$ cat src/common/lsu_defines.svh
// width macros for the load/store unit datapath and access encoding
`ifndef LSU_DEFINES_SVH
`define LSU_DEFINES_SVH

//////////////////////
// datapath widths
//////////////////////

`define LSU_DATA_W   32   // address and data path, one word
`define LSU_BE_W     4    // byte lanes per word

//////////////////////
// access encoding
//////////////////////

`define LSU_OFFSET_W 2    // byte offset inside a word
`define LSU_TYPE_W   2    // access size code

// byte lane logic assumes a 32 bit word with four lanes

`endif

$ cat src/common/lsu_fsm_pkg.sv
// transaction controller state encoding
package lsu_fsm_pkg;

  //////////////////////
  // controller states
  //////////////////////

  typedef enum logic [1:0] {
    IDLE                 = 2'b00,  // nothing outstanding
    WAIT_RVALID          = 2'b01,  // granted, ex stage moved on
    WAIT_RVALID_EX_STALL = 2'b10,  // granted, ex stage stalled
    IDLE_EX_STALL        = 2'b11   // data back, ex stage still stalled
  } lsu_state_e;

  // only IDLE and WAIT_RVALID (on rvalid) may issue a new request
  // the stall states hold off new traffic until ex_valid returns

endpackage

$ cat src/common/mem_access_pkg.sv
// memory access types, access size enum
`include "lsu_defines.svh"

package mem_access_pkg;

  //////////////////////
  // access size
  //////////////////////

  // size code as sent by the execute stage
  // 11 is not listed, the datapath decodes it like a byte
  typedef enum logic [`LSU_TYPE_W-1:0] {
    DT_WORD = 2'b00,   // 32 bit access
    DT_HALF = 2'b01,   // 16 bit access
    DT_BYTE = 2'b10    // 8 bit access
  } data_type_e;

  // the size is carried unchanged from execute stage
  // to the request formatter and the load aligner

  // a word must sit on a four byte boundary
  // a halfword may not start at byte offset 3
  // bytes are always aligned

  // all other access attributes travel as plain bits

endpackage

$ cat src/lsu/lsu_ctrl.sv
// lsu transaction controller with request gating, ready/busy flags and bus error flags
`timescale 1ns/1ps

module lsu_ctrl
(
  input  logic clk,
  input  logic rst_n,

  // execute stage side
  input  logic data_req_ex_i,   // access wanted this cycle
  input  logic data_we_i,       // store when high
  input  logic misaligned_i,    // from the request formatter
  input  logic ex_valid_i,      // ex stage advances this cycle

  // memory handshake
  input  logic data_gnt_i,
  input  logic data_rvalid_i,
  input  logic data_err_i,
  output logic data_req_o,

  // status
  output logic lsu_ready_ex_o,
  output logic lsu_ready_wb_o,
  output logic busy_o,
  output logic load_err_o,
  output logic store_err_o
);

  lsu_fsm_pkg::lsu_state_e state_q;     // current state
  lsu_fsm_pkg::lsu_state_e state_d;     // next state
  lsu_fsm_pkg::lsu_state_e gnt_state;   // target of a granted access
  logic                    req_ok;      // access that may go to memory

  // misaligned accesses are flagged upstream and never issued
  assign req_ok = data_req_ex_i & ~misaligned_i;

  // a stalled ex stage must be remembered until rvalid
  assign gnt_state = ex_valid_i ? lsu_fsm_pkg::WAIT_RVALID
                                : lsu_fsm_pkg::WAIT_RVALID_EX_STALL;

  //////////////////////
  // state register
  //////////////////////

  always_ff @(posedge clk or negedge rst_n)
  begin
    if (!rst_n)
      state_q <= lsu_fsm_pkg::IDLE;
    else
      state_q <= state_d;
  end

  //////////////////////
  // next state / req
  //////////////////////

  always_comb
  begin
    state_d        = state_q;
    data_req_o     = 1'b0;
    lsu_ready_ex_o = 1'b1;
    lsu_ready_wb_o = 1'b1;

    case (state_q)
      lsu_fsm_pkg::IDLE:
      begin
        data_req_o = req_ok;
        if (req_ok)
        begin
          lsu_ready_ex_o = data_gnt_i;      // stall ex until address phase done
          if (data_gnt_i)
            state_d = gnt_state;
        end
      end

      lsu_fsm_pkg::WAIT_RVALID:
      begin
        lsu_ready_wb_o = data_rvalid_i;     // wb waits on returning data
        if (data_rvalid_i)
        begin
          data_req_o = req_ok;              // back to back issue allowed
          if (req_ok)
          begin
            lsu_ready_ex_o = data_gnt_i;
            if (data_gnt_i)
              state_d = gnt_state;
            else
              state_d = lsu_fsm_pkg::IDLE;  // keep requesting from IDLE
          end
          else
          begin
            state_d = lsu_fsm_pkg::IDLE;
          end
        end
      end

      lsu_fsm_pkg::WAIT_RVALID_EX_STALL:
      begin
        // no new request while the ex stage is frozen
        if (data_rvalid_i)
          state_d = ex_valid_i ? lsu_fsm_pkg::IDLE : lsu_fsm_pkg::IDLE_EX_STALL;
        else if (ex_valid_i)
          state_d = lsu_fsm_pkg::WAIT_RVALID;   // stall lifted before data
      end

      lsu_fsm_pkg::IDLE_EX_STALL:
      begin
        if (ex_valid_i)
          state_d = lsu_fsm_pkg::IDLE;
      end

      default:
      begin
        state_d = lsu_fsm_pkg::IDLE;
      end
    endcase
  end

  //////////////////////
  // status outputs
  //////////////////////

  assign busy_o = (state_q != lsu_fsm_pkg::IDLE) | data_req_o;

  // bus error arrives with the grant, split by access kind
  assign load_err_o  = data_gnt_i & data_err_i & ~data_we_i;
  assign store_err_o = data_gnt_i & data_err_i &  data_we_i;

endmodule

$ cat src/lsu/lsu_rdata_align.sv
// access attribute capture at grant, load alignment with sign extension, load hold register
`timescale 1ns/1ps
`include "lsu_defines.svh"

module lsu_rdata_align
(
  input  logic                       clk,
  input  logic                       rst_n,

  input  logic                       data_gnt_i,      // address phase done
  input  logic                       data_rvalid_i,   // data phase done
  input  logic                       data_we_i,
  input  mem_access_pkg::data_type_e data_type_i,
  input  logic                       data_sign_ext_i, // sign extend loads
  input  logic [`LSU_OFFSET_W-1:0]   addr_offset_i,   // low address bits
  input  logic [`LSU_DATA_W-1:0]     data_rdata_i,    // raw word from memory

  output logic [`LSU_DATA_W-1:0]     data_rdata_ex_o  // aligned load result
);

  // attributes of the outstanding access
  mem_access_pkg::data_type_e data_type_q;
  logic [`LSU_OFFSET_W-1:0]   offset_q;
  logic                       sign_ext_q;
  logic                       we_q;

  logic [`LSU_DATA_W-1:0]     rdata_shift;   // addressed lane moved to bit 0
  logic [`LSU_DATA_W-1:0]     rdata_ext;     // extended result
  logic [`LSU_DATA_W-1:0]     rdata_q;       // last load value

  //////////////////////
  // capture at grant
  //////////////////////

  // the execute stage may move on after the grant, so keep a copy
  always_ff @(posedge clk or negedge rst_n)
  begin
    if (!rst_n)
    begin
      data_type_q <= mem_access_pkg::DT_WORD;
      offset_q    <= '0;
      sign_ext_q  <= 1'b0;
      we_q        <= 1'b0;
    end
    else if (data_gnt_i)
    begin
      data_type_q <= data_type_i;
      offset_q    <= addr_offset_i;
      sign_ext_q  <= data_sign_ext_i;
      we_q        <= data_we_i;
    end
  end

  //////////////////////
  // alignment
  //////////////////////

  always_comb
  begin
    case (offset_q)
      2'b00:   rdata_shift = data_rdata_i;
      2'b01:   rdata_shift = {8'h00,  data_rdata_i[31:8]};
      2'b10:   rdata_shift = {16'h0000, data_rdata_i[31:16]};
      default: rdata_shift = {24'h00_0000, data_rdata_i[31:24]};
    endcase
  end

  // zero or sign extension by access size
  always_comb
  begin
    case (data_type_q)
      mem_access_pkg::DT_WORD:
        rdata_ext = data_rdata_i;   // words are always aligned
      mem_access_pkg::DT_HALF:
        rdata_ext = {{16{sign_ext_q & rdata_shift[15]}}, rdata_shift[15:0]};
      default:
        rdata_ext = {{24{sign_ext_q & rdata_shift[7]}}, rdata_shift[7:0]};
    endcase
  end

  //////////////////////
  // hold register
  //////////////////////

  // store acks leave the previous load value untouched
  always_ff @(posedge clk or negedge rst_n)
  begin
    if (!rst_n)
      rdata_q <= '0;
    else if (data_rvalid_i && !we_q)
      rdata_q <= rdata_ext;
  end

  // live value in the rvalid cycle, held value afterwards
  assign data_rdata_ex_o = data_rvalid_i ? rdata_ext : rdata_q;

endmodule

$ cat src/lsu/lsu_req_format.sv
// address generation, misalignment check, byte enables and store data rotation
`timescale 1ns/1ps
`include "lsu_defines.svh"

module lsu_req_format
(
  input  logic [`LSU_DATA_W-1:0]   operand_a_i,       // base address
  input  logic [`LSU_DATA_W-1:0]   operand_b_i,       // increment
  input  logic                     addr_useincr_i,    // a + b when high
  input  mem_access_pkg::data_type_e data_type_i,
  input  logic [`LSU_DATA_W-1:0]   data_wdata_i,      // store data as in register
  input  logic [`LSU_OFFSET_W-1:0] data_reg_offset_i, // byte position in register
  input  logic                     data_req_i,

  output logic [`LSU_DATA_W-1:0]   data_addr_o,
  output logic [`LSU_BE_W-1:0]     data_be_o,
  output logic [`LSU_DATA_W-1:0]   data_wdata_o,
  output logic [`LSU_OFFSET_W-1:0] addr_offset_o,     // to the load aligner
  output logic                     misaligned_o
);

  logic [`LSU_DATA_W-1:0]   addr_int;
  logic [`LSU_OFFSET_W-1:0] wdata_rot;   // lanes to rotate the store word left

  assign addr_int      = addr_useincr_i ? (operand_a_i + operand_b_i) : operand_a_i;
  assign data_addr_o   = addr_int;
  assign addr_offset_o = addr_int[`LSU_OFFSET_W-1:0];

  //////////////////////
  // misalignment
  //////////////////////

  always_comb
  begin
    misaligned_o = 1'b0;
    if (data_req_i)
    begin
      case (data_type_i)
        mem_access_pkg::DT_WORD: misaligned_o = (addr_offset_o != 2'b00);
        mem_access_pkg::DT_HALF: misaligned_o = (addr_offset_o == 2'b11);
        default:                 misaligned_o = 1'b0;   // bytes always fit
      endcase
    end
  end

  //////////////////////
  // byte enables
  //////////////////////

  always_comb
  begin
    case (data_type_i)
      mem_access_pkg::DT_WORD: data_be_o = 4'b1111;
      mem_access_pkg::DT_HALF:
      begin
        case (addr_offset_o)
          2'b00:   data_be_o = 4'b0011;
          2'b01:   data_be_o = 4'b0110;
          2'b10:   data_be_o = 4'b1100;
          default: data_be_o = 4'b1000;   // misaligned, never issued
        endcase
      end
      default:   // byte, code 11 included
      begin
        case (addr_offset_o)
          2'b00:   data_be_o = 4'b0001;
          2'b01:   data_be_o = 4'b0010;
          2'b10:   data_be_o = 4'b0100;
          default: data_be_o = 4'b1000;
        endcase
      end
    endcase
  end

  //////////////////////
  // store rotation
  //////////////////////

  // register byte at reg offset ends up on the addressed lane, mod 4
  assign wdata_rot = addr_offset_o - data_reg_offset_i;

  always_comb
  begin
    case (wdata_rot)
      2'b00:   data_wdata_o = data_wdata_i;
      2'b01:   data_wdata_o = {data_wdata_i[23:0], data_wdata_i[31:24]};
      2'b10:   data_wdata_o = {data_wdata_i[15:0], data_wdata_i[31:16]};
      default: data_wdata_o = {data_wdata_i[7:0],  data_wdata_i[31:8]};
    endcase
  end

endmodule

$ cat src/source/lsu_top.sv
// load/store unit top level, request formatter, controller and load aligner
`timescale 1ns/1ps
`include "lsu_defines.svh"

module lsu_top
(
  input  logic                       clk,
  input  logic                       rst_n,

  // execute stage
  input  logic                       data_req_ex_i,
  input  logic                       data_we_ex_i,
  input  mem_access_pkg::data_type_e data_type_ex_i,
  input  logic [`LSU_DATA_W-1:0]     data_wdata_ex_i,
  input  logic [`LSU_OFFSET_W-1:0]   data_reg_offset_ex_i,
  input  logic                       data_sign_ext_ex_i,
  input  logic [`LSU_DATA_W-1:0]     operand_a_ex_i,
  input  logic [`LSU_DATA_W-1:0]     operand_b_ex_i,
  input  logic                       addr_useincr_ex_i,
  input  logic                       ex_valid_i,

  output logic [`LSU_DATA_W-1:0]     data_rdata_ex_o,
  output logic                       data_misaligned_o,
  output logic                       lsu_ready_ex_o,
  output logic                       lsu_ready_wb_o,
  output logic                       busy_o,
  output logic                       load_err_o,
  output logic                       store_err_o,

  // data memory
  output logic                       data_req_o,
  input  logic                       data_gnt_i,
  input  logic                       data_rvalid_i,
  input  logic                       data_err_i,
  output logic [`LSU_DATA_W-1:0]     data_addr_o,
  output logic                       data_we_o,
  output logic [`LSU_BE_W-1:0]       data_be_o,
  output logic [`LSU_DATA_W-1:0]     data_wdata_o,
  input  logic [`LSU_DATA_W-1:0]     data_rdata_i
);

  logic [`LSU_OFFSET_W-1:0] addr_offset;  // low address bits for the aligner
  logic                     misaligned;

  assign data_misaligned_o = misaligned;
  assign data_we_o         = data_we_ex_i;   // held by ex until grant

  lsu_req_format u_req_format (
    .operand_a_i       (operand_a_ex_i),
    .operand_b_i       (operand_b_ex_i),
    .addr_useincr_i    (addr_useincr_ex_i),
    .data_type_i       (data_type_ex_i),
    .data_wdata_i      (data_wdata_ex_i),
    .data_reg_offset_i (data_reg_offset_ex_i),
    .data_req_i        (data_req_ex_i),
    .data_addr_o       (data_addr_o),
    .data_be_o         (data_be_o),
    .data_wdata_o      (data_wdata_o),
    .addr_offset_o     (addr_offset),
    .misaligned_o      (misaligned)
  );

  lsu_ctrl u_ctrl (
    .clk            (clk),
    .rst_n          (rst_n),
    .data_req_ex_i  (data_req_ex_i),
    .data_we_i      (data_we_ex_i),
    .misaligned_i   (misaligned),
    .ex_valid_i     (ex_valid_i),
    .data_gnt_i     (data_gnt_i),
    .data_rvalid_i  (data_rvalid_i),
    .data_err_i     (data_err_i),
    .data_req_o     (data_req_o),
    .lsu_ready_ex_o (lsu_ready_ex_o),
    .lsu_ready_wb_o (lsu_ready_wb_o),
    .busy_o         (busy_o),
    .load_err_o     (load_err_o),
    .store_err_o    (store_err_o)
  );

  lsu_rdata_align u_rdata_align (
    .clk             (clk),
    .rst_n           (rst_n),
    .data_gnt_i      (data_gnt_i),
    .data_rvalid_i   (data_rvalid_i),
    .data_we_i       (data_we_ex_i),
    .data_type_i     (data_type_ex_i),
    .data_sign_ext_i (data_sign_ext_ex_i),
    .addr_offset_i   (addr_offset),
    .data_rdata_i    (data_rdata_i),
    .data_rdata_ex_o (data_rdata_ex_o)
  );

endmodule

$ cat config.mk
export PLATFORM = sky130hd
export DESIGN_NAME = lsu_top
export DESIGN_NICKNAME = d
export VERILOG_FILES = /design/src/common/lsu_fsm_pkg.sv /design/src/common/mem_access_pkg.sv /design/src/lsu/lsu_ctrl.sv /design/src/lsu/lsu_rdata_align.sv /design/src/lsu/lsu_req_format.sv /design/src/source/lsu_top.sv
export VERILOG_INCLUDE_DIRS = /design/src /design/src/common
export SDC_FILE = /design/constraint.sdc
export NUM_CORES = 1
export LEC_CHECK = 0
export ABC_AREA = 1
export BUFFER_PORTS_ARGS = -buffer_cell sky130_fd_sc_hd__buf_4
export CAP_MARGIN = 5
export CORE_ASPECT_RATIO = 0.7
export CORE_MARGIN = 4
export CORE_UTILIZATION = 56
export CTS_BUF_LIST = sky130_fd_sc_hd__clkbuf_4
export DETAILED_ROUTE_END_ITERATION = 8
export PLACE_DENSITY = 0.9
export SYNTH_ARGS = -nofsm -noshare
export SYNTH_HDL_FRONTEND = slang
export SYNTH_SLANG_ARGS = --single-unit
$ cat constraint.sdc
create_clock -name clk -period 8.92 [get_ports clk]
set_input_delay 2.23 -clock clk [delete_from_list [all_inputs] [get_ports clk]]
set_output_delay 2.23 -clock clk [all_outputs]
set_load 0.005 [all_outputs]
# [Yosys cells after proc, flatten, opt, wreduce, memory -nomap -nowiden]
# Index checks and enable logic that the tools add are counted.
[classes] add_sub_neg=2 eq_ne=17 mux=27 bitwise=9 n_reduce_logical=11
[ops] op="$pmux 32 s3" count=1
[ops] op="$mux 32" count=2
[ops] op="$pmux 32 s2" count=1
[ops] op="$pmux 16 s3" count=1
[ops] op="$add 32x32->32" count=1
[ops] op="$pmux 4 s3" count=2
[ops] op="$mux 2" count=10
[ops] op="$eq 2x1->1 const B" count=6
[ops] op="$eq 2x2->1 const B" count=6
[ops] op="$logic_not 2->1" count=6
[ops] op="$pmux 2 s4" count=1
[ops] op="$pmux 4 s2" count=1
[ops] op="$and 1x1->1" count=6
[ops] op="$ne 2x2->1 const B" count=3
[ops] op="$pmux 1 s2" count=3
[ops] op="$mux 1" count=5
[ops] op="$reduce_and 5->1" count=1
[ops] op="$reduce_bool 2->1" count=2
[ops] op="$ne 3x3->1 const B" count=1
[ops] op="$ne 2x1->1 const B" count=1
[ops] op="$not 1->1" count=2
[ops] op="$sub 2x2->2" count=1
[ops] op="$logic_and 1x1->1" count=1
[ops] op="$logic_not 1->1" count=1
[ops] op="$or 1x1->1" count=1
[totals] reg_bits=40 input_bits=142 out_inout_bits=108 elab_cells=72

# [Longest topological paths before layout]
[logic_depth] ltp_word=10 ltp_mapped=16 ltp_nobuf=16

# [Hierarchy]
# From an unflattened synthesis, not the netlist that was laid out.
[hier_totals] cells_unflattened=1233 hier_area_um2=6708.9
[by_module_without_submodules] mod="lsu_req_format" instances=1 cells_per_inst=780 area_each_um2=3789.9 seq_area_each_um2=0.0
[by_module_without_submodules] mod="lsu_rdata_align" instances=1 cells_per_inst=405 area_each_um2=2661.3 seq_area_each_um2=950.9
[by_module_without_submodules] mod="lsu_ctrl" instances=1 cells_per_inst=47 area_each_um2=250.2 seq_area_each_um2=50.0
[by_module_without_submodules] mod="lsu_top" instances=1 cells_per_inst=1 area_each_um2=7.5 seq_area_each_um2=0.0

# [Worst setup path before layout]
# Ideal clock, no wire load.
[synth_timing] path_kind="input to output" startpoint="input addr_useincr_ex_i" endpoint="output data_wdata_o[20]" t_arrival_ns=4.185 required_ns=6.690 slack_ns=2.505 cell_stages=13 path_buffers=2 cell_sequence="buf_2 -> clkinv_1 -> or2_2 -> o21ai_0 -> ha_1 -> xor2_1 -> nand2_1 -> nand2_2 -> nand2_2 -> buf_4 -> o22ai_1 -> a21oi_1 -> nand2_1"
[synth_via] elab_chain_len=4 word_cells_on_any_way=6 cone_classes="1 x add/sub; 2 x eq/ne; 2 x mux; 1 x reduce/logical"
[synth_rtl] item="start: declaration" line="lsu_top.sv:19" rtl="input logic addr_useincr_ex_i,"
[synth_rtl] item="$mux 32 *" line="lsu_req_format.sv:25" rtl="assign addr_int = addr_useincr_i ? (operand_a_i + operand_b_i) : operand_a_i;"
[synth_rtl] item="$sub 2x2->2 *" line="lsu_req_format.sv:80" rtl="assign wdata_rot = addr_offset_o - data_reg_offset_i;"
[synth_rtl] item="$eq 2x2->1 (tied with other cells)" line="lsu_req_format.sv:84" rtl="case (wdata_rot)"
[synth_rtl] item="$pmux 32 s3 *" line="lsu_req_format.sv:84"
[synth_rtl] item="end: declaration" line="lsu_top.sv:38" rtl="output logic [`LSU_DATA_W-1:0] data_wdata_o,"
# Mark *: on every way between the ends. The rest lies on a longest branch, timed or not.

# [Final worst setup path]
[layout_timing] startpoint="input operand_a_ex_i[0]" endpoint="output data_wdata_o[19]"
[layout_via] elab_chain_len=5 word_cells_on_any_way=7 cone_classes="2 x add/sub; 2 x eq/ne; 2 x mux; 1 x reduce/logical"
[layout_rtl] item="start: declaration" line="lsu_top.sv:17" rtl="input logic [`LSU_DATA_W-1:0] operand_a_ex_i,"
[layout_rtl] item="$add 32x32->32" line="lsu_req_format.sv:25"
[layout_rtl] item="$mux 32 *" line="lsu_req_format.sv:25"
[layout_rtl] item="$sub 2x2->2 *" line="lsu_req_format.sv:80"
[layout_rtl] item="$eq 2x2->1 (tied with other cells)" line="lsu_req_format.sv:84"
[layout_rtl] item="$pmux 32 s3 *" line="lsu_req_format.sv:84"
# Marked as above.

==> results.md <==
- Status: completed
- Clk sink count: 40
- Xor and xnor area share after synthesis: 0.0204
- Crit end category: primary output
- IO Port Bufs: 249
- Largest net degree at the start of global routing: 47
- F_max: 0.135 GHz
- GRT Util Overall: 0.320
- Rel. slew slack: 0.463
- Syn-to-layout area delta: 30.4%
- CTS Hold Bufs: 0
- Post-synthesis mux area share: 0.00155
- Count leader, synth: nand2_1
- Largest area contributor in the netlist: nand2_1
- Layout cells sized above 1: 0.206
- Vias per Instance: 5.42
- Top post-synthesis cells by count: nand2_1 (540), inv_1 (188), o21ai_0 (67)
- Antenna Cells: 0
- Worst path slowest cell: inv_1
- Via count: ~8500
- Clk Latency, worst-skew pair: ~370 ps
- FF+latch area: ~1000 µm²
- Max Fanout on Critical Path: 22
- CTS tree: built
- Initial DRC Count: between 700 and 800
- Yosys reg bits: 40
- Most common cell on crit path: nand2_1
- Post-CTS setup repair buffer count: 0
- Multi-input gate area: between 4000 and 5000 µm²
- Finished Layout Cells: 1567
- Std-Cell Rows: 32
- I/O pins: 250
- R2R setup slack: 6600 ps
- Post-Syn Area: approximately 6500 µm²
- Worst VDD drop: slightly above 0.1 mV
- # DRC: 0
- Required time of the critical path: 6690 ps
- Starting Density: 0.580
- Full die area: ~13000 µm²
- Max clock buf depth: 2
- Resize count post-CTS: 0
- Post-Synthesis Cells: ~1200
- Dpl cell area: between 8000 and 9000 µm²
- Synth Flop Type: dfrtp_1
- Worst hold path type: reg -> reg
- Post-synth EDFFs: 0
- Inst Count DP: ~1600
- Max incr delay on CP: roughly 580 ps
- Tightest Pin Transition: ~800 ps
- Worst clock skew: 7.88 ps
- Die width: between 100 and 150 µm
- Final period utilization: 0.828
- Post-route cell area: 8410 µm²
- Largest family of logic cells by synthesized area: simple AND/OR/NAND/NOR gates
- Yosys cell types: 39
- Ys async rst share: 1.00
- Chip Height: between 90 and 100 µm
- Final TNS setup: 0 ps
- Max-cap violations: 0
- Critical path's top delay family: buffers and inverters
- Max-slew violations: 0
- Worst EP arrival: between 5000 and 6000 ps
- Core ar.: about 11000 µm²
- Worst-path cell chain: buf_4 > ha_1 > or2_2 > o21ai_0 > ha_1 > xor2_1 > nand2_1 > nand2_2 > nand2_1 > inv_1 > nand2_1 > o2111ai_1 > buf_4
- PD cells: about 120 nW/µm²
- Fillers: between 900 and 1000
- DP Wirelength: approximately 18 mm
- Final Wtd Congestion: between 1 and 1.5
- Synth Area in Adders: 0.0768
- Post-Synth Simple-Gate Area: 0.424
- Crit start category: input pin
- Complex-gate fraction of the synthesized area: 0.177
- Total Nets Final: 1594
- Post-DRT Antenna Nets: 0
- Clk slew on worst S/H paths: about 130 ps
- Initial antenna violation count: 0
- Hold Crit Depth: 2
- WL final: 22.5 mm
- Top area cells in the synthesized netlist: nand2_1 (31%), dfrtp_1 (16%), inv_1 (11%)
- Endpoints failing hold: 0
- Final setup fails: 0
- Top-area cell type share of the netlist area: 0.314
- Final Critical Period: between 7000 and 8000 ps
- Seq/Total Area, Yosys: 0.155
- Leak Pwr: between 0.004 and 0.005 µW
- Wire length of the first global-routing pass: ~36 mm
- CTS root buffer: clkbuf_4
- Synthesis Warnings: 0
- Synth Area per Inst: around 5.4 µm²
- DR pass1 iterations: 6
- Tot Pwr: around 1000 µW
- H-tree levels: 2
- Wire length per cell: around 14 µm
- Number of global-route vias before repair: around 7400
- Syn Nets: ~1400
- CTS buffer count: 5
- GRT Residual Overflow: 0
- Critical Path Stages: 13
- Setup CP Type: in -> out
- Worst R2R Path Depth: 8
- Worst path bufs/invs: 3
- RSZ-0062 raised after global routing: no
## cells by family after synthesis
| family | after synthesis |
|---|---|
| adders and majority gates | 39 |
| buffers and inverters | 236 |
| AOI/OAI and AO/OA | 182 |
| muxes | 1 |
| DFF | 40 |
| xor gates and xnor gates | 15 |
| and+or+nand+nor | 681 |
## cells in the final DEF (no fill, tap or decap), drive strengths merged, types with 3 or more instances in the layout
cell	count
inv	195
nand3	63
o211ai	22
nor3	5
nand2	543
ha	38
clkbuf	5
clkinv	4
nand4	5
o21ai	69
a21oi	43
or2	4
o221ai	5
o21bai	3
nor2	56
buf	251
xnor2	14
nand3b	4
o2111ai	21
o22ai	17
dfrtp	40
## final timing paths
check	startpoint	endpoint
setup / recovery	operand_a_ex_i[0]	data_wdata_o[19]
hold / removal	u_rdata_align.rdata_q[20]	u_rdata_align.rdata_q[20]
setup reg to reg	u_rdata_align.offset_q[1]	u_rdata_align.rdata_q[9]
hold reg to reg	u_rdata_align.rdata_q[20]	u_rdata_align.rdata_q[20]
max in group asynchronous	rst_n	u_rdata_align.rdata_q[17]
min in group asynchronous	rst_n	u_rdata_align.rdata_q[8]
## state kept, by name, indices dropped and copies added, names as in the netlist
| register | flops |
|---|---|
| u_rdata_align.data_type_q | 2 |
| u_rdata_align.rdata_q | 32 |
| u_ctrl.state_q | 2 |
| u_rdata_align.we_q | 1 |
| u_rdata_align.offset_q | 2 |
| u_rdata_align.sign_ext_q | 1 |
## layout make-up
cell class / instances / area share
clock buffer: 5 / 0.00446
clock inverter: 3 / 0.00506
sequential: 40 / 0.119
inverter: 197 / 0.0879
timing repair buffer: 251 / 0.224
multi-input combinational: 918 / 0.537
tap: 153 / 0.0228
## worst reg2reg max path, stage by stage, from the launching register on
cell and delay (ps):
dfrtp_1 570, nand2_2 230, inv_2 220, nand2_1 90
nand4_2 110, nand3_2 450, o211ai_1 410, nand2_1 80
o21ai_0 90
## routing by layer
layer,global-route usage,part of all wire,wire (µm)
met4,0.0697,0.023,507
met5,0,0,0
met3,0.0577,0.12,2630
met1,0.484,0.44,9890
met2,0.474,0.42,9440
## through the flow
step	util	hold slack, ps	setup WS, ps
floorplan	-	449	2510
global placement	0.749	462	1630
detailed placement	0.749	465	1540
CTS	0.756	497	1540
global route	0.756	514	1250
finish	0.756	494	1530
## power breakdown
part	total, µW	internal (µW)	switching [µW]
Sequential	237	216	20.9
Combinational	669	292	376
Clock	125	58.6	66.8
(Power assumes the default switching activity.)
